`config.mk`:
```
export PLATFORM = sky130hd
export DESIGN_NAME = coef_regs
export DESIGN_NICKNAME = d
export VERILOG_FILES = /design/src/design/bq_pkg.sv /design/src/design/coef_regs.sv
export VERILOG_INCLUDE_DIRS = /design/src /design/src/design
export SDC_FILE = /design/constraint.sdc
export NUM_CORES = 1
export LEC_CHECK = 0
export BUFFER_PORTS_ARGS = -buffer_cell sky130_fd_sc_hd__buf_2
export CAP_MARGIN = 20
export CORE_UTILIZATION = 35
export CTS_CLUSTER_DIAMETER = 30
export CTS_CLUSTER_SIZE = 20
export DETAILED_ROUTE_END_ITERATION = 16
export PLACE_DENSITY = 0.71
export SYNTH_ARGS = -nofsm -noshare
export SYNTH_HDL_FRONTEND = slang
export SYNTH_SLANG_ARGS = --single-unit
```
`constraint.sdc`:
```
create_clock -name aclk -period 2.3 [get_ports aclk]
set_clock_uncertainty 0.2 [all_clocks]
set_input_delay 0.23 -clock aclk [delete_from_list [all_inputs] [get_ports aclk]]
set_output_delay 0.23 -clock aclk [all_outputs]
set_load 0.03 [all_outputs]
```
`src/design/bq_defs.svh`:
```
`ifndef BQ_DEFS_SVH
`define BQ_DEFS_SVH

// samples carried per clock in each ADC word
`define BQ_NSAMP 8

// ADC sample width, left-justified in a 16-bit lane
`define BQ_NBITS 12

// filter coefficients, signed fixed point
`define BQ_CBITS 18
`define BQ_CFRAC 14

// capture window timing, in aclk cycles
`define BQ_GATE_DELAY 32
`define BQ_GATE_LEN 64

// counted from the last gated word to the filter clear pulse
`define BQ_RST_DELAY 32

`endif
```
`src/design/bq_pkg.sv`:
```
`include "bq_defs.svh"

package bq_pkg;

    // one ADC sample
    typedef logic signed [`BQ_NBITS-1:0] sample_t;

    typedef logic signed [`BQ_CBITS-1:0] coef_t;

    // one 16-bit lane of an ADC word, sample in the upper bits
    typedef struct packed {
        sample_t                   smp;
        logic [16-`BQ_NBITS-1:0]   pad;
    } adc_lane_t;

    // the 128-bit stream word, seen as a flat vector or as lanes
    typedef union packed {
        logic [16*`BQ_NSAMP-1:0]        raw;
        adc_lane_t [`BQ_NSAMP-1:0]      lane;
    } adc_word_t;

    // lane 0 is the oldest sample of the word
    typedef sample_t [`BQ_NSAMP-1:0] sample_vec_t;

    // zero-section taps, b0 applies to the newest sample
    typedef struct packed {
        coef_t b0;
        coef_t b1;
        coef_t b2;
    } coef_set_t;

endpackage

```
`src/design/coef_regs.sv`:
```
`include "bq_defs.svh"

module coef_regs
    import bq_pkg::*;
(
    input  logic        aclk,
    input  logic        rst_i,
    input  logic        bus_cyc_i,
    input  logic        bus_stb_i,
    input  logic        bus_we_i,
    input  logic [7:0]  bus_adr_i,
    input  logic [31:0] bus_dat_i,
    output logic [31:0] bus_dat_o,
    output logic        bus_ack_o,
    output coef_set_t   coef0_o,
    output coef_set_t   coef1_o
);

    coef_set_t coef_q [2];
    logic      req;
    logic      ch;
    logic      hit;
    coef_t     rd;
    coef_t     wr;

    // a new access starts only while no ack is out
    assign req = bus_cyc_i && bus_stb_i && !bus_ack_o;
    // bit 7 picks the channel
    assign ch  = bus_adr_i[7];
    assign hit = (bus_adr_i[6:2] == '0) && (bus_adr_i[1:0] != 2'd3);
    assign wr  = bus_dat_i[`BQ_CBITS-1:0];

    always_comb begin
        case (bus_adr_i[1:0])
            2'd0:    rd = coef_q[ch].b0;
            2'd1:    rd = coef_q[ch].b1;
            default: rd = coef_q[ch].b2;
        endcase
    end

    always_ff @(posedge aclk) begin
        if (rst_i) begin
            coef_q[0] <= '0;
            coef_q[1] <= '0;
            bus_ack_o <= 1'b0;
            bus_dat_o <= '0;
        end else begin
            bus_ack_o <= req;
            if (req) begin
                // sign-extended readback, unmapped reads give zero
                bus_dat_o <= hit ? 32'(rd) : '0;
            end
            if (req && bus_we_i && hit) begin
                case (bus_adr_i[1:0])
                    2'd0:    coef_q[ch].b0 <= wr;
                    2'd1:    coef_q[ch].b1 <= wr;
                    default: coef_q[ch].b2 <= wr;
                endcase
            end
        end
    end

    assign coef0_o = coef_q[0];
    assign coef1_o = coef_q[1];

endmodule

```
==> results of run 1 <==
cell usage after synthesis (all sizes together):
cell type / count
o21bai: 6
mux2: 36
and3: 1
a22o: 18
nand4: 3
clkbuf: 9
nand2: 36
and3b: 1
and2: 1
and4bb: 1
inv: 2
buf: 32
nor2: 108
a211oi: 1
a31oi: 1
dfxtp: 19
nor3: 1
mux4: 18
nor3b: 1
edfxtp: 108
state kept, by name, summed over array words and instances, names as in the netlist:
signal,count
bus_dat_o,18
bus_ack_o,1
coef_q,108
how the worst max path moves through the flow:
stage / startpoint / end / slack, ps / cells past startpoint
2_1_floorplan: bus_ack_o$_SDFF_PP0_ / coef_q[0][0]$_SDFFCE_PN0P_ / -240 / 4
3_3_place_gp: bus_adr_i[0] / bus_dat_o[30]$_SDFFE_PP0N_ / 260 / 5
3_5_place_dp: bus_adr_i[0] / coef_q[0][53]$_SDFFCE_PN0P_ / 170 / 5
4_1_cts: bus_ack_o$_SDFF_PP0_ / coef_q[0][39]$_SDFFCE_PN0P_ / 370 / 4
5_1_grt: bus_ack_o$_SDFF_PP0_ / coef_q[0][39]$_SDFFCE_PN0P_ / 280 / 4
6_report: bus_ack_o$_SDFF_PP0_ / coef_q[0][39]$_SDFFCE_PN0P_ / 350 / 4
cells by family after synthesis:
| group | count (synthesis) | share of synthesized area |
|---|---|---|
| AO/OA/AOI/OAI | 26 | 0.03909 |
| buffers and inverters | 43 | 0.04541 |
| flip-flops | 127 | 0.6543 |
| multiplexers | 54 | 0.1518 |
| AND/OR/NAND/NOR | 153 | 0.1094 |
metrics by stage:
step	setup slack (ps)	power (mW)	cells	hold slack, ps	TNS (ps)
2_1_floorplan	-244.3	3.019	403	275.2	-26380
3_3_place_gp	258.5	3.230	771	259.1	0
3_5_place_dp	170.8	3.244	771	257.9	0
4_1_cts	370.2	5.727	819	4.156	0
5_1_grt	275.6	5.881	819	19.11	0
6_report	348.1	5.704	819	17.00	0
power by group:
part	switching (mW)	leakage, nW	total (mW)	internal [mW]
registers	0.0453	1.25	2.61	2.57
logic	0.373	1.59	0.603	0.230
clock network	0.925	0.271	2.49	1.56
total	1.34	3.11	5.70	4.36
per-layer routing:
metal / global-route usage / share of wire
met1: 0.2199 / 0.37
met5: 0 / 0
met2: 0.3354 / 0.52
met4: 0.08304 / 0.024
met3: 0.06177 / 0.085
layout by cell type (no fill, tap or decap), types with 5 or more instances in the layout:
master         Yosys  final
clkinv_2           0      5
dfxtp_1           19     19
o21bai_2           0      6
nand2_1           36     36
mux2_2            28     28
buf_2             15    171
clkbuf_1           9      5
clkbuf_16          0     17
a22o_1            18     18
buf_12             0      5
mux4_2            18     18
mux2_4             8      8
edfxtp_1         108    108
dlygate4sd3_1      0     16
nor2_1           108    108
buf_4             15     22
timing repair:
| item | 4_1_cts | 5_1_grt |
|---|---|---|
| setup buffers | 0 | 0 |
| endpoints found under the hold margin | 55 | 0 |
| hold buffers | 16 | 0 |
area by class of cell:
cell class              instances  area share
repair buffers                214      0.1728
multi-input cells             233      0.2281
well taps                     211     0.03560
clock inverters                 7    0.008436
flip-flops and latches        127      0.4886
clock buffers                  25     0.06546
inverters                       2    0.001012
worst register-to-register path, delay by kind of cell, from the launching register on:
kind	cells	cell delay, ps
compound gates	1	290
buf+inv	1	230
flops	1	330
simple gates	2	610
==> flow_summary.toml, run 1 <==
[timing]
max_freq_ghz = 0.5123
finalSetupViolCount = 0
max_slew.worst_pin.slew_ps = 507.8
slew-limit-headroom = 0.6611
drv_slew = 0
hold_violations = 0
min_period_ps = 1952
grt_setup_unrepaired = "no"
final.period_utilization = 0.8487

[synthesis]
syn_avg_cell_area_um2 = 13.74
fraction_of_synthesized_cell_area_taken_by_the_top_area_cell_type = 0.5856
synth-seq-area-share = 0.6543
synth.cell_area_um2 = 5538
synth_seq_cells = 127
synth.net_count = 448
ys_top_cells_by_area = "edfxtp_1 59%, mux4_2 7.3%, nor2_1 7.3%"
synth_top_cell_by_area = "edfxtp_1"
netlist_instances = 403
yosysWarnings = 0
post_synth_num_cell_types = 23

[setup_path]
crit_slowest_cell = "and4bb_1"
critPathKind = "flop to flop"
crit_path_max_incr_delay_ps = 360
cp_data_arrival_time_ps = 1850
worstPathCellList = "and4bb_1, nand4_1, o21bai_2, buf_4"
startpoint_type = "flop"
type_of_destination_of_the_critical_path = "flop"
critPathTopFamily = "simple AND/OR/NAND/NOR gates"
worstPathMaxFanout = 7
critical_path.reg2reg.endpoint = "coef_q[0][39]$_SDFFCE_PN0P_"
timing.critical_path.buf_inv = 1
worst-r2r-cell-count = 4
critical_path.reg2reg.startpoint = "bus_ack_o$_SDFF_PP0_"
setup.reg_to_reg.worst_slack_ps = 350
worst_ep_required_time_ps = 2200

[power]
ir_drop_uv = 480.1
power.density_nw_per_um2 = 769.2
leak_pwr_nw = 3.108

[routing]
detail_route.drc_violations = 0
routed_wire_length_per_instance_um = 18.83
routed_vias = 4042
detailedRoute.firstPassIterationCount = 6
avgViaCountPerCell = 4.935
ant_nets = 0
drtIter0Drc = 276
drt_wl_total_mm = 15.42

[floorplan]
core-area_um2 = 15310
floorplan.die.width_um = 127.8
die_height_um = 127.8
die_area_um2 = 16330
floorplan.initialDensity = 0.3616
rows = 45
pin_count = 186

[layout]
final_layout_size_suffix_gt1_frac = 0.4704
final.fill_count = 1355
post-route-cell-area_um2 = 7416
layout_net_count = 640
multi_input_area_um2 = 1692
ff_latch_area_um2 = 3623
finish.utilization = 0.4842
flow.area_growth_from_synthesis_pct = 33.91
antenna-diode-count = 0

[placement]
io_buffers = 171
place_area_um2 = 6708
post-dp-hpwl_mm = 11.01
place.gp.congestion = 0.8042

[worst_hold_path]
holdCritStartpoint = "bus_dat_i[17]"
worst_hold_endpoint = "coef_q[0][17]$_SDFFCE_PN0P_"
whs_path_cells = 3
min-delay-path-class = "primary input to flop"

[clock_tree]
clkLatencyLatePin_ps = 400
cts_tree = "done"
cts_buffers = 17
cts_buffer_depth = 2
root_buffer = "clkbuf_16"
numClockSinks = 127
htree_num_levels = 4
cts-resized-gates = 0
clk_pin_slew_worst_paths_ps = 50

[global_routing]
number_of_antenna_violations_at_the_first_check_in_global_routing = 0
first_global_vias = 4145
grt_pass1_wl_mm = 23.29
pin_count_of_the_biggest_net_entering_global_routing = 37
total_routing_usage_gr = 0.1937
global_route.overflow_total = 0

[run_status]
outcome = "complete, no violations"

[job]
maxCapViolations = 0
Note: power is estimated with default switching activity, not from simulation.
==> run 2: changes to the inputs <==
PLACE_DENSITY = 0.69   (was 0.71)
clock period = 1.8 ns   (was 2.3 ns; I/O delays follow)
==> run 2 against run 1 <==
Against the previous run: the flow now finishes with violations (negative setup slack); combinational power grew 42%; non-clock buffer count grew 29; largest power group is now clock; sequential cell count is the same; sequential share of layout area shrank 2.9 points; first-iteration DRC count grew 14%.
==> flow_summary.toml, run 2 (synthesized netlist as in run 1, its figures left out) <==
[timing]
slew-limit-headroom = 0.5874
final.period_utilization = 1.065
drv_slew = 0
final_critical_path_setup_slack_ps = -116.1
finalSetupViolCount = 100
max_freq_ghz = 0.5219
finalSetupTns_ps = -6832
grt_setup_unrepaired = "yes"
min_period_ps = 1916
hold_violations = 0
max_slew.worst_pin.slew_ps = 618.2

[setup_path]
type_of_destination_of_the_critical_path = "flop"
worst_ep_required_time_ps = 1720
startpoint_type = "flop"
critPathKind = "flop to flop"
crit_path_max_incr_delay_ps = 350
worstPathCellList = "and4bb_4, nand4_1, buf_6, o21bai_4, buf_6, buf_12"
worstPathMaxFanout = 8
crit_slowest_cell = "and4bb_4"
cp_data_arrival_time_ps = 1840
timing.critical_path.buf_inv = 3
critical_path.most_common_cell = "buf_6"
critPathTopFamily = "simple AND/OR/NAND/NOR gates"

[power]
internal-power_mw = 5.849
leak_pwr_nw = 3.322
sw_frac_of_total = 0.2299
p_sw_mw = 1.746
power.density_nw_per_um2 = 963.4
clockPowerShare = 0.448
total_power_mw = 7.595
logic_pwr_share = 0.112
ir_drop_uv = 629.8
seqPwrFrac = 0.440

[routing]
avgViaCountPerCell = 4.969
detailedRoute.firstPassIterationCount = 5
drtIter0Drc = 316
routed_wire_length_per_instance_um = 19.26
drt_wl_total_mm = 16.33
routed_vias = 4214
ant_nets = 0
detail_route.drc_violations = 0

[global_routing]
global_route.overflow_total = 0
first_global_vias = 4308
number_of_antenna_violations_at_the_first_check_in_global_routing = 0
grt_pass1_wl_mm = 24.27
pin_count_of_the_biggest_net_entering_global_routing = 27
total_routing_usage_gr = 0.2060

[clock_tree]
cts_tree = "done"
cts_buffers = 17
root_buffer = "clkbuf_16"
clk_pin_slew_worst_paths_ps = 50
numClockSinks = 127
htree_num_levels = 4
cts_buffer_depth = 2
clkLatencyLatePin_ps = 410

[layout]
mostFrequentLayoutCells = "171 x buf_2, 108 x edfxtp_1, 106 x nor2_1, 36 x nand2_1, 28 x mux2_2"
instances_no_fill = 848
largestRegisters = "coef_q: 108 flops, bus_dat_o: 18 flops, bus_ack_o: 1 flops"
layout.cells.most_common = "buf_2"
post-route-cell-area_um2 = 7884
antenna-diode-count = 0
multi_input_area_um2 = 1750
final_layout_size_suffix_gt1_frac = 0.4992
max_reg_flops = 108
flow.area_growth_from_synthesis_pct = 42.36
ff_latch_area_um2 = 3627
largest-register = "coef_q"
final.fill_count = 1341
layout_net_count = 669

[floorplan]
pin_count = 186
core-area_um2 = 15310
rows = 45
floorplan.die.width_um = 127.8
die_height_um = 127.8
die_area_um2 = 16330
floorplan.initialDensity = 0.3616

[run_status]
outcome = "finished, violations left"
violations = "negative setup slack"

[placement]
io_buffers = 171
place_area_um2 = 6944
place.gp.congestion = 0.8387
placement.setup.worst_slack_ps = -178.6
post-dp-hpwl_mm = 11.36
numPlacedInstances = 787

[job]
maxCapViolations = 0

[worst_hold_path]
min-delay-path-class = "primary input to flop"
==> run 2: stage by stage <==
stage | hold slack, ps | utilization
floorplan | 225.2 | -
global placement | 262.5 | 0.4534
detailed placement | 265.0 | 0.4534
CTS | 141.9 | 0.5153
global route | 160.0 | 0.5148
finish | 157.5 | 0.5148
==> run 2: power by group through the flow <==
stage | combinational [mW] | sequential, mW | clock (mW)
after floorplan | 0.283 | 3.59 | 0
after global placement | 0.784 | 3.40 | 0
after detailed placement | 0.796 | 3.40 | 0
after CTS | 0.864 | 3.34 | 3.45
after global routing | 0.903 | 3.35 | 3.55
final | 0.854 | 3.34 | 3.40
==> run 2: per-layer routing <==
metal,routed length [um],track usage,up-vias
li1,-,-,1890
met1,6840,0.2540,2097
met2,8030,0.3408,199
met3,1146,0.05927,28
met4,311,0.08235,0
met5,0,0,-
==> run 2: final cells by class <==
class | instances | share of cell area
clock buffers | 26 | 0.06459
clock inverters | 6 | 0.01016
inverters | 2 | 0.0009522
multi-input cells | 233 | 0.2220
flip-flops and latches | 127 | 0.4601
well taps | 211 | 0.03349
repair buffers | 243 | 0.2087
==> run 2: worst register-to-register path: cells and delay by family, from the launching register on <==
kind	cells	cell delay, ps
compound gates	1	140
flops	1	330
buf+inv	3	450
simple gates	2	500
==> run 2: repair_timing <==
item,CTS,global route
gates resized for setup,17,10
buffers inserted,9,5
endpoints found under the hold margin,109,0
hold buffers,19,0
endpoints found under the setup margin,111,135
cloned,2,0
pin swaps,6,1
==> run 2: worst paths after layout <==
check / slack (ps) / endpoint / start / cells past startpoint
hold reg to reg: 280 / bus_dat_o[2]$_SDFFE_PP0N_ / bus_dat_o[2]$_SDFFE_PP0N_ / 1
setup reg to reg: -120 / coef_q[0][19]$_SDFFCE_PN0P_ / bus_ack_o$_SDFF_PP0_ / 6
setup / recovery: -120 / coef_q[0][19]$_SDFFCE_PN0P_ / bus_ack_o$_SDFF_PP0_ / 6
hold / removal: 160 / bus_dat_o[30]$_SDFFE_PP0N_ / bus_stb_i / 4
