$ cat src/design/bq_defs.svh
`ifndef BQ_DEFS_SVH
`define BQ_DEFS_SVH

// samples carried per clock in each ADC word
`define BQ_NSAMP 8

// ADC sample width, left-justified in a 16-bit lane
`define BQ_NBITS 12

// filter coefficients, signed fixed point
`define BQ_CBITS 18
`define BQ_CFRAC 14

// capture window timing, in aclk cycles
`define BQ_GATE_DELAY 32
`define BQ_GATE_LEN 64

// counted from the last gated word to the filter clear pulse
`define BQ_RST_DELAY 32

`endif
$ cat src/design/bq_pkg.sv
`include "bq_defs.svh"

package bq_pkg;

    // one ADC sample
    typedef logic signed [`BQ_NBITS-1:0] sample_t;

    typedef logic signed [`BQ_CBITS-1:0] coef_t;

    // one 16-bit lane of an ADC word, sample in the upper bits
    typedef struct packed {
        sample_t                   smp;
        logic [16-`BQ_NBITS-1:0]   pad;
    } adc_lane_t;

    // the 128-bit stream word, seen as a flat vector or as lanes
    typedef union packed {
        logic [16*`BQ_NSAMP-1:0]        raw;
        adc_lane_t [`BQ_NSAMP-1:0]      lane;
    } adc_word_t;

    // lane 0 is the oldest sample of the word
    typedef sample_t [`BQ_NSAMP-1:0] sample_vec_t;

    // zero-section taps, b0 applies to the newest sample
    typedef struct packed {
        coef_t b0;
        coef_t b1;
        coef_t b2;
    } coef_set_t;

endpackage

$ cat src/design/bq_stream_if.sv
interface bq_stream_if
    import bq_pkg::*;
();

    logic        valid;
    sample_vec_t samples;
    // first and last beats of a capture window
    logic        win_start;
    logic        win_end;

    // no ready, the sink takes every valid beat
    modport source (
        output valid,
        output samples,
        output win_start,
        output win_end
    );

    modport sink (
        input valid,
        input samples,
        input win_start,
        input win_end
    );

endinterface

$ cat src/design/capture_gate.sv
`include "bq_defs.svh"

module capture_gate
    import bq_pkg::*;
(
    input  logic        aclk,
    input  logic        rst_i,
    input  logic        capture_i,
    input  adc_word_t   adc0_i,
    input  adc_word_t   adc1_i,
    output adc_word_t   raw0_o,
    output adc_word_t   raw1_o,
    bq_stream_if.source gs0,
    bq_stream_if.source gs1,
    output logic        fir_clear_o
);

    localparam int CNT_W = $clog2(`BQ_GATE_DELAY + `BQ_GATE_LEN + `BQ_RST_DELAY);

    localparam logic [1:0] PH_IDLE = 2'd0;
    localparam logic [1:0] PH_PRE  = 2'd1;
    localparam logic [1:0] PH_WIN  = 2'd2;
    localparam logic [1:0] PH_POST = 2'd3;

    logic [1:0]       phase;
    logic [CNT_W-1:0] cnt;
    logic             gate;
    logic             first;
    logic             last;
    logic             valid_q;
    logic             start_q;
    logic             end_q;
    logic             clear_q;
    adc_word_t        rereg0;
    adc_word_t        rereg1;

    function automatic sample_vec_t unpack(input adc_word_t w);
        sample_vec_t v;
        for (int i = 0; i < `BQ_NSAMP; i++) begin
            v[i] = w.lane[i].smp;
        end
        return v;
    endfunction

    assign gate  = (phase == PH_WIN);
    assign first = gate && (cnt == '0);
    assign last  = gate && (cnt == CNT_W'(`BQ_GATE_LEN - 1));

    // one counter walks through delay, window and post-window delay
    always_ff @(posedge aclk) begin
        if (rst_i) begin
            phase   <= PH_IDLE;
            cnt     <= '0;
            clear_q <= 1'b0;
        end else begin
            clear_q <= 1'b0;
            case (phase)
                PH_IDLE: begin
                    // captures outside idle are dropped
                    if (capture_i) begin
                        phase <= PH_PRE;
                        cnt   <= '0;
                    end
                end
                PH_PRE: begin
                    if (cnt == CNT_W'(`BQ_GATE_DELAY - 1)) begin
                        phase <= PH_WIN;
                        cnt   <= '0;
                    end else begin
                        cnt <= cnt + 1'b1;
                    end
                end
                PH_WIN: begin
                    if (last) begin
                        phase <= PH_POST;
                        cnt   <= '0;
                    end else begin
                        cnt <= cnt + 1'b1;
                    end
                end
                default: begin
                    if (cnt == CNT_W'(`BQ_RST_DELAY - 1)) begin
                        phase   <= PH_IDLE;
                        cnt     <= '0;
                        clear_q <= 1'b1;
                    end else begin
                        cnt <= cnt + 1'b1;
                    end
                end
            endcase
        end
    end

    // closed gate sends silence
    always_ff @(posedge aclk) begin
        rereg0 <= gate ? adc0_i : '0;
        rereg1 <= gate ? adc1_i : '0;
    end

    always_ff @(posedge aclk) begin
        if (rst_i) begin
            valid_q <= 1'b0;
            start_q <= 1'b0;
            end_q   <= 1'b0;
        end else begin
            valid_q <= 1'b1;
            start_q <= first;
            end_q   <= last;
        end
    end

    assign raw0_o = rereg0;
    assign raw1_o = rereg1;

    assign gs0.valid     = valid_q;
    assign gs0.samples   = unpack(rereg0);
    assign gs0.win_start = start_q;
    assign gs0.win_end   = end_q;

    assign gs1.valid     = valid_q;
    assign gs1.samples   = unpack(rereg1);
    assign gs1.win_start = start_q;
    assign gs1.win_end   = end_q;

    assign fir_clear_o = clear_q;

endmodule

$ cat src/flat_wrapper.sv
// flat-port wrapper written by rule: the top's interface ports become plain ports
module capture_gate_flat import bq_pkg::*;
  (aclk, rst_i, capture_i, adc0_i, adc1_i, raw0_o, raw1_o, fir_clear_o, gs0_valid, gs0_samples, gs0_win_start, gs0_win_end, gs1_valid, gs1_samples, gs1_win_start, gs1_win_end);
  bq_stream_if gs0_i ();
  bq_stream_if gs1_i ();
  input  logic aclk;
  input  logic rst_i;
  input  logic capture_i;
  input  adc_word_t adc0_i;
  input  adc_word_t adc1_i;
  output adc_word_t raw0_o;
  output adc_word_t raw1_o;
  output logic fir_clear_o;
  output wire logic [$bits(gs0_i.valid)-1:0] gs0_valid;
  output wire logic [$bits(gs0_i.samples)-1:0] gs0_samples;
  output wire logic [$bits(gs0_i.win_start)-1:0] gs0_win_start;
  output wire logic [$bits(gs0_i.win_end)-1:0] gs0_win_end;
  output wire logic [$bits(gs1_i.valid)-1:0] gs1_valid;
  output wire logic [$bits(gs1_i.samples)-1:0] gs1_samples;
  output wire logic [$bits(gs1_i.win_start)-1:0] gs1_win_start;
  output wire logic [$bits(gs1_i.win_end)-1:0] gs1_win_end;
  assign gs0_valid = gs0_i.valid;
  assign gs0_samples = gs0_i.samples;
  assign gs0_win_start = gs0_i.win_start;
  assign gs0_win_end = gs0_i.win_end;
  assign gs1_valid = gs1_i.valid;
  assign gs1_samples = gs1_i.samples;
  assign gs1_win_start = gs1_i.win_start;
  assign gs1_win_end = gs1_i.win_end;
  capture_gate u_core (.aclk(aclk), .rst_i(rst_i), .capture_i(capture_i), .adc0_i(adc0_i), .adc1_i(adc1_i), .raw0_o(raw0_o), .raw1_o(raw1_o), .gs0(gs0_i), .gs1(gs1_i), .fir_clear_o(fir_clear_o));
endmodule
$ cat config.mk
export PLATFORM = sky130hd
export DESIGN_NAME = capture_gate_flat
export DESIGN_NICKNAME = d
export VERILOG_FILES = /design/src/design/bq_pkg.sv /design/src/design/bq_stream_if.sv /design/src/design/capture_gate.sv /design/src/flat_wrapper.sv
export VERILOG_INCLUDE_DIRS = /design/src /design/src/design
export SDC_FILE = /design/constraint.sdc
export NUM_CORES = 1
export LEC_CHECK = 0
export ABC_AREA = 0
export BUFFER_PORTS_ARGS = -buffer_cell sky130_fd_sc_hd__buf_2
export CAP_MARGIN = 40
export CORE_AREA = 2 2 277 279
export CTS_BUF_LIST = sky130_fd_sc_hd__clkbuf_8
export DETAILED_ROUTE_END_ITERATION = 6
export DIE_AREA = 0 0 279 281
export GPL_TIMING_DRIVEN = 0
export PLACE_DENSITY = 0.3
export SLEW_MARGIN = 5
export SYNTH_ARGS = -nofsm -noshare
export SYNTH_HDL_FRONTEND = slang
export SYNTH_SLANG_ARGS = --single-unit
$ cat constraint.sdc
create_clock -name aclk -period 2.91 [get_ports aclk]
set_input_delay 0.1455 -clock aclk [delete_from_list [all_inputs] [get_ports aclk]]
set_output_delay 0.1455 -clock aclk [all_outputs]
set_load 0.05 [all_outputs]
==> reports/results.ini, run 1 <==
[run_status]
outcome=completed

[sta]
slew_headroom=0.5054
worst_slack_ns=0.4672
post-route-period-util=0.8394
final.setup.tns_ns=0
setup_viol=0
hold_violations=0
rsz0062_at_grt=no
min_period_ns=2.443
tightest_slew_ns=0.7419
report.final.slew_viol_count=0
max_freq_mhz=409.4
skew_ns=0.02196

[critical_path]
rr_endpoint=u_core.raw1_o[13]
critPathLaunch=u_core.phase[0]
path_max_fanout=10
worstPathRequired_ns=3.44
reg2reg_depth=6
cp_cell_sequence=inv_1, ha_1, clkbuf_1, clkbuf_1, clkbuf_1, and2_1
r2r_slack_ns=0.47
crit_end=u_core.raw1_o[13]
slowest_stage=clkbuf_1
crit_top_cell=clkbuf_1
cp_slowest_stage_delay_ns=0.63
cp.arrival_ns=2.97
reg2reg_from=u_core.phase[0]
critPathLaunchType=flip-flop
criticalPathCategory=reg2reg
cp-end-kind=flip-flop

[cells_and_area]
layout.nets=2101
synthToLayoutAreaGrowth_pct=95.10
regArea_um2=5385
multi_input_area_um2=1956
drive_above_1_share=0.5269
final_cell_area_um2=17450
num-fill-cells=8273
fin_cells=2857
final_core_utilization=0.2313

[grt]
grt_max_degree=15
antenna_found_initial=3
grtUsageTotal=0.09132
grt_remaining_overflow=0
grt_pass1_wl_um=53420
grt_pass1_vias=9125

[detailed_routing]
maxUsedRoutingLayer=met4
ant_nets=0
wl_met2_um=20060
remaining_drc_errors=0
post_drt_via_cell_ratio=3.075
wl_met3_um=3619
vias=8784
first_iter_violations=104
routedWlPerCell_um=13.36
wl_met1_um=13550
firstDrtPassIters=4
wl_um=38180

[yosys]
syn_area_um2=8944
muxShareOfSynthArea=0.002378
synth.net_count=1072
synth-seq-cells=269
syn_avg_cell_area_um2=11.07
netlist-cell-type-count=30
synth_xor_area_frac=0.005876
synth_top_family_by_area=simple AND/OR/NAND/NOR gates
syn_inst=808
ys_seq_area_frac=0.6021
yosys_warnings=0
synth_compound_area_frac=0.006295
synth-simple-area-share=0.1971
synth_fa_ha_area_frac=0.006995

[clock_network]
clock_sinks=269
worstSkewPairLatency_ns=0.62
cts_buffer_depth=3
cts_buffers=54
ctsHoldBuffers=258
post_cts_buffers=0
cts_resized=0
clk_pin_slew_ns=0.06
htree_num_levels=2
cts_tree=built
root_buffer=clkbuf_8

[hold_path]
worstHoldStart=adc1_i[0]
hp-class=in2reg

[power_and_ir_drop]
irDropWorstVdd_uv=236.7
p_leak_nw=9.438
powerDensity_nw_per_um2=548.1

[placement]
place_congestion=0.7455
place_inst=2501
post-place-ws_ns=0.2576
postPlaceCellArea_um2=13760
hpwl_um=30430
io_buffers=713

[die]
start_util=0.1185
core_um2=75440
dieWidth_um=279
rows=101
die_area_um2=78400
io_pins=714
dieHeight_um=281

[flow_run]
drv_cap=0

-- metrics by stage --
step,power [mW],hold WS (ns)
floorplan,4.972,0.2101
global placement,5.469,0.3523
detailed placement,5.464,0.3541
CTS,9.865,0.1622
global route,10.11,0.1871
finish,9.563,0.2546
-- layout by cell type (no fill, tap or decap), drive strengths merged --
| cell type | n |
|---|---|
| a221o | 1 |
| dfxtp | 269 |
| or3 | 1 |
| inv | 29 |
| o21bai | 1 |
| nand4 | 1 |
| mux2i | 1 |
| a21oi | 2 |
| nor2 | 7 |
| nor4 | 2 |
| and4b | 1 |
| mux2 | 1 |
| o21ai | 2 |
| diode | 2 |
| nand3 | 1 |
| nand2b | 1 |
| nand4b | 1 |
| ha | 5 |
| bufinv | 1 |
| xor2 | 1 |
| xnor2 | 5 |
| clkbuf | 101 |
| clkinv | 2 |
| dlygate4sd3 | 258 |
| nand2 | 8 |
| buf | 910 |
| a31oi | 1 |
| a211oi | 1 |
| and2 | 257 |
| nor4b | 2 |
| nor3 | 3 |
| nor2b | 1 |
-- state kept, by name, summed over array words and instances, names as in the netlist --
name,flops
u_core.fir_clear_o,1
u_core.raw0_o,128
u_core.cnt,7
u_core.gs0.win_start,1
u_core.phase,2
u_core.gs0.valid,1
u_core.gs0.win_end,1
u_core.raw1_o,128
-- synth_stat cells --
master,number,share of area
a21oi_1,2,0.0011
mux2_2,1,0.0013
nand3_1,1,0.00056
inv_1,5,0.0021
buf_4,195,0.16
a211oi_2,1,0.0014
o21ai_0,1,0.00056
xor2_1,1,0.00098
nor2_1,7,0.0029
ha_1,5,0.0070
o21ai_1,1,0.00056
or3_4,1,0.0013
nor3_1,3,0.0017
xnor2_1,5,0.0049
a31oi_1,1,0.00070
nor4b_1,2,0.0020
nand4_1,1,0.00070
nand2_1,8,0.0034
nand2b_1,1,0.00070
inv_2,1,0.00042
mux2i_1,1,0.0011
and4b_1,1,0.0011
a221o_1,1,0.0011
dfxtp_1,269,0.60
nor4_1,2,0.0014
nor2b_1,1,0.00070
o21bai_1,1,0.00084
and2_1,257,0.18
clkbuf_1,31,0.013
nand4b_1,1,0.00098
-- critical path: cells and delay by family (launching register included) --
family / cells / cell delay, ns
adder cells (fa/ha/maj): 1 / 0.15
AND/OR/NAND/NOR: 1 / 0.25
flip-flops: 1 / 0.31
buffers and inverters: 4 / 1.65
-- kinds of logic (layout without fill, tap and decap cells) --
logic type	Yosys count	in the layout
other	0	2
flip-flops	269	269
multiplexers	2	2
adder cells (fa/ha/maj)	5	5
AND/OR/NAND/NOR	286	286
XOR/XNOR	6	6
AO/OA/AOI/OAI	8	8
buffers and inverters	232	1301
-- layer usage --
layer | GRT usage | vias to the layer above
met5 | 0 | -
met4 | 0.03322 | 0
met3 | 0.03633 | 70
met2 | 0.1733 | 444
met1 | 0.08857 | 3930
li1 | - | 4340
-- power breakdown --
group / leakage [nW] / total [mW] / switching [mW] / internal [mW]
Clock: 0.646 / 3.92 / 1.70 / 2.22
Sequential: 2.17 / 3.89 / 0.0762 / 3.81
Combinational: 6.62 / 1.75 / 1.08 / 0.673
-- cell type report --
cell class | count | share of cell area
Tap cell | 978 | 0.07013
Buffer | 226 | 0.09056
Clock inverter | 26 | 0.007816
Sequential cell | 269 | 0.3086
Inverter | 6 | 0.001291
Timing Repair Buffer | 973 | 0.3540
Multi-Input combinational cell | 307 | 0.1121
Clock buffer | 70 | 0.05521
Antenna cell | 2 | 0.0002868
-- worst min-delay path by stage --
stage / to / slack, ns / cells after the start
after CTS: u_core.raw1_o[15] / 0.16 / 3
final: u_core.raw1_o[0] / 0.25 / 3
after floorplan: u_core.phase[0] / 0.21 / 1
after detailed placement: u_core.raw0_o[54] / 0.35 / 2
after global placement: u_core.raw0_o[52] / 0.35 / 2
after global routing: u_core.raw1_o[0] / 0.19 / 3
Power figures use the tool's default switching activity.
==> run 2: changes to the inputs <==
--- a/config.mk
+++ b/config.mk
@@ -9,10 +9,10 @@
 export ABC_AREA = 0
 export BUFFER_PORTS_ARGS = -buffer_cell sky130_fd_sc_hd__buf_2
 export CAP_MARGIN = 40
-export CORE_AREA = 2 2 277 279
+export CORE_AREA = 2 2 282 284
 export CTS_BUF_LIST = sky130_fd_sc_hd__clkbuf_8
 export DETAILED_ROUTE_END_ITERATION = 6
-export DIE_AREA = 0 0 279 281
+export DIE_AREA = 0 0 284 286
 export GPL_TIMING_DRIVEN = 0
 export PLACE_DENSITY = 0.3
 export SLEW_MARGIN = 5
==> constraint.sdc (replaced) <==
create_clock -name aclk -period 2.4 [get_ports aclk]
set_input_delay 0.12 -clock aclk [delete_from_list [all_inputs] [get_ports aclk]]
set_output_delay 0.12 -clock aclk [all_outputs]
set_load 0.05 [all_outputs]
==> reports/results.ini, run 2 (synthesis results as in run 1) <==
[placement]
place_inst=2572  ; +2.8%
place_congestion=0.8579  ; +15%
io_buffers=713  ; unchanged
hpwl_um=32020  ; +5.2%

[power_and_ir_drop]
p_leak_nw=9.404  ; -0.37%
p_int_mw=7.917  ; +18%
comb_power_share=0.188  ; +0.005
powerDensity_nw_per_um2=651.9  ; +19%
switching_share=0.3057  ; +0.007365
p_seq_frac=0.414  ; +0.007
power_frac_clock=0.398  ; -0.012
switchingPower_mw=3.486  ; +22%
irDropWorstVdd_uv=301.2  ; +27%

[die]
start_util=0.1141  ; -0.004405
dieHeight_um=286  ; +1.8%
dieWidth_um=284  ; +1.8%
core_um2=78360  ; +3.9%
rows=103  ; +2.0%
io_pins=714  ; unchanged
die_area_um2=81220  ; +3.6%

[detailed_routing]
post_drt_via_cell_ratio=3.025  ; -1.6%
routedWlPerCell_um=13.61  ; +1.8%
vias=8848  ; +0.73%
remaining_drc_errors=0  ; unchanged
wl_um=39810  ; +4.3%
ant_nets=0  ; unchanged
first_iter_violations=129  ; +24%
firstDrtPassIters=4  ; unchanged

[critical_path]
critPathLaunchType=flip-flop
critPathLaunch=u_core.cnt[1]
path_max_fanout=5  ; -5
worstPathRequired_ns=2.96  ; -0.48 ns
cp-end-kind=flip-flop
cp.arrival_ns=2.81  ; -0.16 ns
criticalPathCategory=reg2reg
reg2reg_from=u_core.cnt[1]

[clock_network]
cts_tree=built
cts_buffers=51  ; -5.6%
htree_num_levels=2  ; unchanged
cts_buffer_depth=3  ; unchanged
clock_sinks=269  ; unchanged
clk_pin_slew_ns=0.06  ; about the same
root_buffer=clkbuf_8
worstSkewPairLatency_ns=0.63  ; about the same

[cells_and_area]
num-fill-cells=8706  ; +5.2%
fin_cells=2925  ; +2.4%
layout.nets=2097  ; -0.19%
layout_commonest_cell=buf_2
multi_input_area_um2=1958  ; +0.13%
final_cell_mix=buf_2 (713), dfxtp_1 (269), dlygate4sd3_1 (259), and2_1 (257), buf_4 (196)
drive_above_1_share=0.5283  ; +0.001407
synthToLayoutAreaGrowth_pct=95.56
final_core_utilization=0.2232  ; -0.008067
regArea_um2=5385  ; unchanged

[grt]
grt_pass1_vias=9189  ; +0.70%
grtUsageTotal=0.09210  ; +0.0007841
grt_max_degree=19  ; +4
grt_pass1_wl_um=56170  ; +5.2%
antenna_found_initial=4  ; +1
grt_remaining_overflow=0  ; unchanged

[sta]
skew_ns=0.01983  ; -0.002123 ns
rsz0062_at_grt=no
min_period_ns=2.255  ; -0.1881 ns
post-route-period-util=0.9394  ; +0.09999
report.final.slew_viol_count=0  ; unchanged
setup_viol=0  ; unchanged
slew_headroom=0.6065  ; +0.1011
tightest_slew_ns=0.5903  ; -0.1516 ns
hold_violations=0  ; unchanged
max_freq_mhz=443.5  ; +8.3%

[flow_run]
drv_cap=0  ; unchanged

[hold_path]
worstHoldStart=adc1_i[3]
hp-class=in2reg

[run_status]
outcome=completed

[run 2: cell types whose count changed in the layout (fill, tap and decap cells not counted), moves of 2 or more]
cell      previous run  this run
clkbuf_1            31        28
clkinv_8             0         2
clkbuf_8            70        66
inv_6                2         0
inv_1               26        24
[run 2: layout make-up]
class	count	share of cell area
Timing Repair Buffer	974	0.3535
Sequential cell	269	0.3079
Multi-Input combinational cell	307	0.1120
Buffer	224	0.08999
Tap cell	1050	0.07511
Clock buffer	66	0.05194
Clock inverter	26	0.007869
Inverter	6	0.001288
Antenna cell	3	0.0004292
[run 2: per-layer routing]
layer	vias to the layer above	wire length, um	share of wire	GRT usage
met5	-	12	0.00030	0
met4	2	1110	0.028	0.03289
met3	67	3292	0.083	0.02990
met2	468	20790	0.52	0.1734
met1	3981	14600	0.37	0.09494
li1	4330	-	-	-
[run 2: timing repair]
item,CTS,global route
resized for setup,2,0
setup endpoints to repair,130,1
endpoints found under the hold margin,265,0
cloned,0,0
setup buffers,0,1
hold buffers,259,0
[run 2: final timing paths]
path / slack (ns) / cells after the start / to
worst min-delay path: 0.22 / 3 / u_core.raw1_o[3]
worst max register to register: 0.15 / 6 / u_core.phase[0]
worst min register to register: 0.50 / 2 / u_core.cnt[1]
worst max-delay path: 0.15 / 6 / u_core.phase[0]
[run 2: critical path: stages, from the launching register on]
cell	delay (ns)
dfxtp_1	0.37
ha_1	0.22
nand2_1	0.08
or3_4	0.37
a221o_1	0.38
a211oi_2	0.22
dlygate4sd3_1	0.57
[run 2: metrics by stage]
stage	hold slack (ns)	worst slack [ns]	total power [mW]	cell area, um2	setup TNS (ns)
global placement	0.3268	-0.7172	6.644	13830	-45.26
floorplan	0.1846	0.8168	6.028	8944	0
CTS	0.1353	0.1116	11.73	17480	0
finish	0.2223	0.1454	11.40	17490	0
global route	0.1680	0.01443	12.01	17490	0
detailed placement	0.3287	-0.4128	6.638	13840	-22.49
[run 2: power by group through the flow]
| stage | clock network [mW] | registers (mW) | logic [mW] |
|---|---|---|---|
| after floorplan | 0 | 5.29 | 0.735 |
| after global placement | 0 | 4.82 | 1.82 |
| after detailed placement | 0 | 4.82 | 1.82 |
| after CTS | 4.82 | 4.72 | 2.18 |
| after global routing | 5.00 | 4.73 | 2.27 |
| final | 4.54 | 4.72 | 2.14 |
==> run 3: changes to the inputs <==
--- a/config.mk
+++ b/config.mk
@@ -14,7 +14,7 @@
 export DETAILED_ROUTE_END_ITERATION = 6
 export DIE_AREA = 0 0 284 286
 export GPL_TIMING_DRIVEN = 0
-export PLACE_DENSITY = 0.3
+export PLACE_DENSITY = 0.35
 export SLEW_MARGIN = 5
 export SYNTH_ARGS = -nofsm -noshare
 export SYNTH_HDL_FRONTEND = slang
==> reports/results.ini, run 3 (synthesis results as in run 1) <==
[run_status]
outcome=completed

[sta]
hold_violations=0  ; unchanged
rsz0062_at_grt=no
max_freq_mhz=443.7  ; about the same
setup_viol=0  ; unchanged
post-route-period-util=0.9391  ; about the same
final.setup.tns_ns=0  ; unchanged
report.final.slew_viol_count=0  ; unchanged
tightest_slew_ns=0.5736  ; -0.01672 ns
slew_headroom=0.6176  ; +0.01114
min_period_ns=2.254  ; -0.0006750 ns
skew_ns=0.008423  ; -0.01141 ns

[die]
io_pins=714  ; unchanged
die_area_um2=81220  ; unchanged
core_um2=78360  ; unchanged
rows=103  ; unchanged
dieHeight_um=286  ; unchanged
start_util=0.1141  ; unchanged
dieWidth_um=284  ; unchanged

[clock_network]
root_buffer=clkbuf_8
htree_num_levels=2  ; unchanged
cts_buffer_depth=3  ; unchanged
clk_pin_slew_ns=0.06  ; about the same
cts_tree=built
worstSkewPairLatency_ns=0.60  ; -0.03 ns
cts_buffers=50  ; -2.0%
clock_sinks=269  ; unchanged

[placement]
place_inst=2572  ; unchanged
hpwl_um=32720  ; +2.2%
io_buffers=713  ; unchanged
place_congestion=0.9071  ; +5.7%

[grt]
grt_max_degree=13  ; -6
grt_pass1_vias=9406  ; +2.4%
grtUsageTotal=0.09556  ; +0.003453
grt_remaining_overflow=0  ; unchanged
antenna_found_initial=3  ; -1
grt_pass1_wl_um=57520  ; +2.4%

[critical_path]
worstPathRequired_ns=2.94  ; -0.02 ns
critPathLaunchType=flip-flop
cp-end-kind=flip-flop
cp.arrival_ns=2.79  ; -0.02 ns
path_max_fanout=5  ; unchanged
criticalPathCategory=reg2reg

[detailed_routing]
routedWlPerCell_um=14.09  ; +3.5%
ant_nets=0  ; unchanged
wl_um=41090  ; +3.2%
vias=8886  ; +0.43%
post_drt_via_cell_ratio=3.047  ; +0.74%
first_iter_violations=159  ; +23%
remaining_drc_errors=0  ; unchanged
firstDrtPassIters=4  ; unchanged

[cells_and_area]
layout.nets=2097  ; unchanged
drive_above_1_share=0.5268  ; -0.001488
layout_commonest_cell=buf_2
synthToLayoutAreaGrowth_pct=94.46
final_core_utilization=0.2220  ; -0.001261
fin_cells=2916  ; -0.31%
final_cell_mix=buf_2 (713), dfxtp_1 (269), dlygate4sd3_1 (259), and2_1 (257), buf_4 (196)

[hold_path]
hp-class=in2reg

[power_and_ir_drop]
p_leak_nw=9.353  ; -0.54%
powerDensity_nw_per_um2=640.8  ; -1.7%
irDropWorstVdd_uv=323.7  ; +7.5%

[flow_run]
drv_cap=0  ; unchanged

[run 3: cell count changes in the layout (fill, tap and decap cells not counted), sizes merged]
cell,delta
clkinvlp,-1
clkbuf,-2
diode,-1
inv,-3
clkinv,-2
[run 3: repair_timing]
item / 4_1_cts / 5_1_grt
endpoints found under the setup margin: 148 / 1
hold endpoints to repair: 266 / 0
setup buffers: 0 / 1
resized for setup: 2 / 0
hold buffers: 259 / 0
pin swaps: 0 / 0
[run 3: area by class of cell]
class | count | area, um2
Multi-Input combinational cell | 307 | 1958
Tap cell | 1050 | 1314
Inverter | 6 | 22.52
Clock inverter | 20 | 78.83
Fill cell | 8625 | 60960
Timing Repair Buffer | 974 | 6183
Buffer | 225 | 1578
Clock buffer | 63 | 867.1
Sequential cell | 269 | 5385
Antenna cell | 2 | 5.005
[run 3: worst max-delay path, stage by stage (launching register included)]
cell	delay, ns
dfxtp_1	0.37
ha_1	0.21
nand2_1	0.08
or3_4	0.37
a221o_1	0.38
a211oi_2	0.21
dlygate4sd3_1	0.57
[run 3: worst paths after layout]
| kind | start | end | slack (ns) | depth (start not counted) |
|---|---|---|---|---|
| worst max-delay path | u_core.cnt[1] | u_core.phase[0] | 0.15 | 6 |
| worst min-delay path | adc1_i[4] | u_core.raw1_o[4] | 0.26 | 3 |
| worst max register to register | u_core.cnt[1] | u_core.phase[0] | 0.15 | 6 |
| worst min register to register | u_core.phase[1] | u_core.phase[1] | 0.49 | 2 |
[run 3: metrics by stage]
step           setup slack (ns)  hold slack (ns)  cell area [um2]  total power [mW]
3_3_place_gp            -0.5700           0.3263            13830             6.653
5_1_grt                0.005586           0.1910            17390             11.75
4_1_cts                 0.02692           0.1605            17380             11.43
3_5_place_dp            -0.3709           0.3293            13840             6.651
2_1_floorplan            0.8168           0.1846             8944             6.028
6_report                 0.1461           0.2554            17390             11.14
[run 3: routing by layer]
layer  GRT usage  share of wire
met2      0.1840           0.53
met1     0.08844           0.33
met5           0        0.00066
met4     0.04079          0.038
met3     0.03804          0.097
[run 3: report_power, final]
group / switching [mW] / internal (mW) / total (mW) / leakage, nW
registers: 0.0948 / 4.62 / 4.72 / 2.17
logic: 1.34 / 0.822 / 2.16 / 6.63
clock network: 1.95 / 2.32 / 4.26 / 0.555
total: 3.38 / 7.76 / 11.1 / 9.35
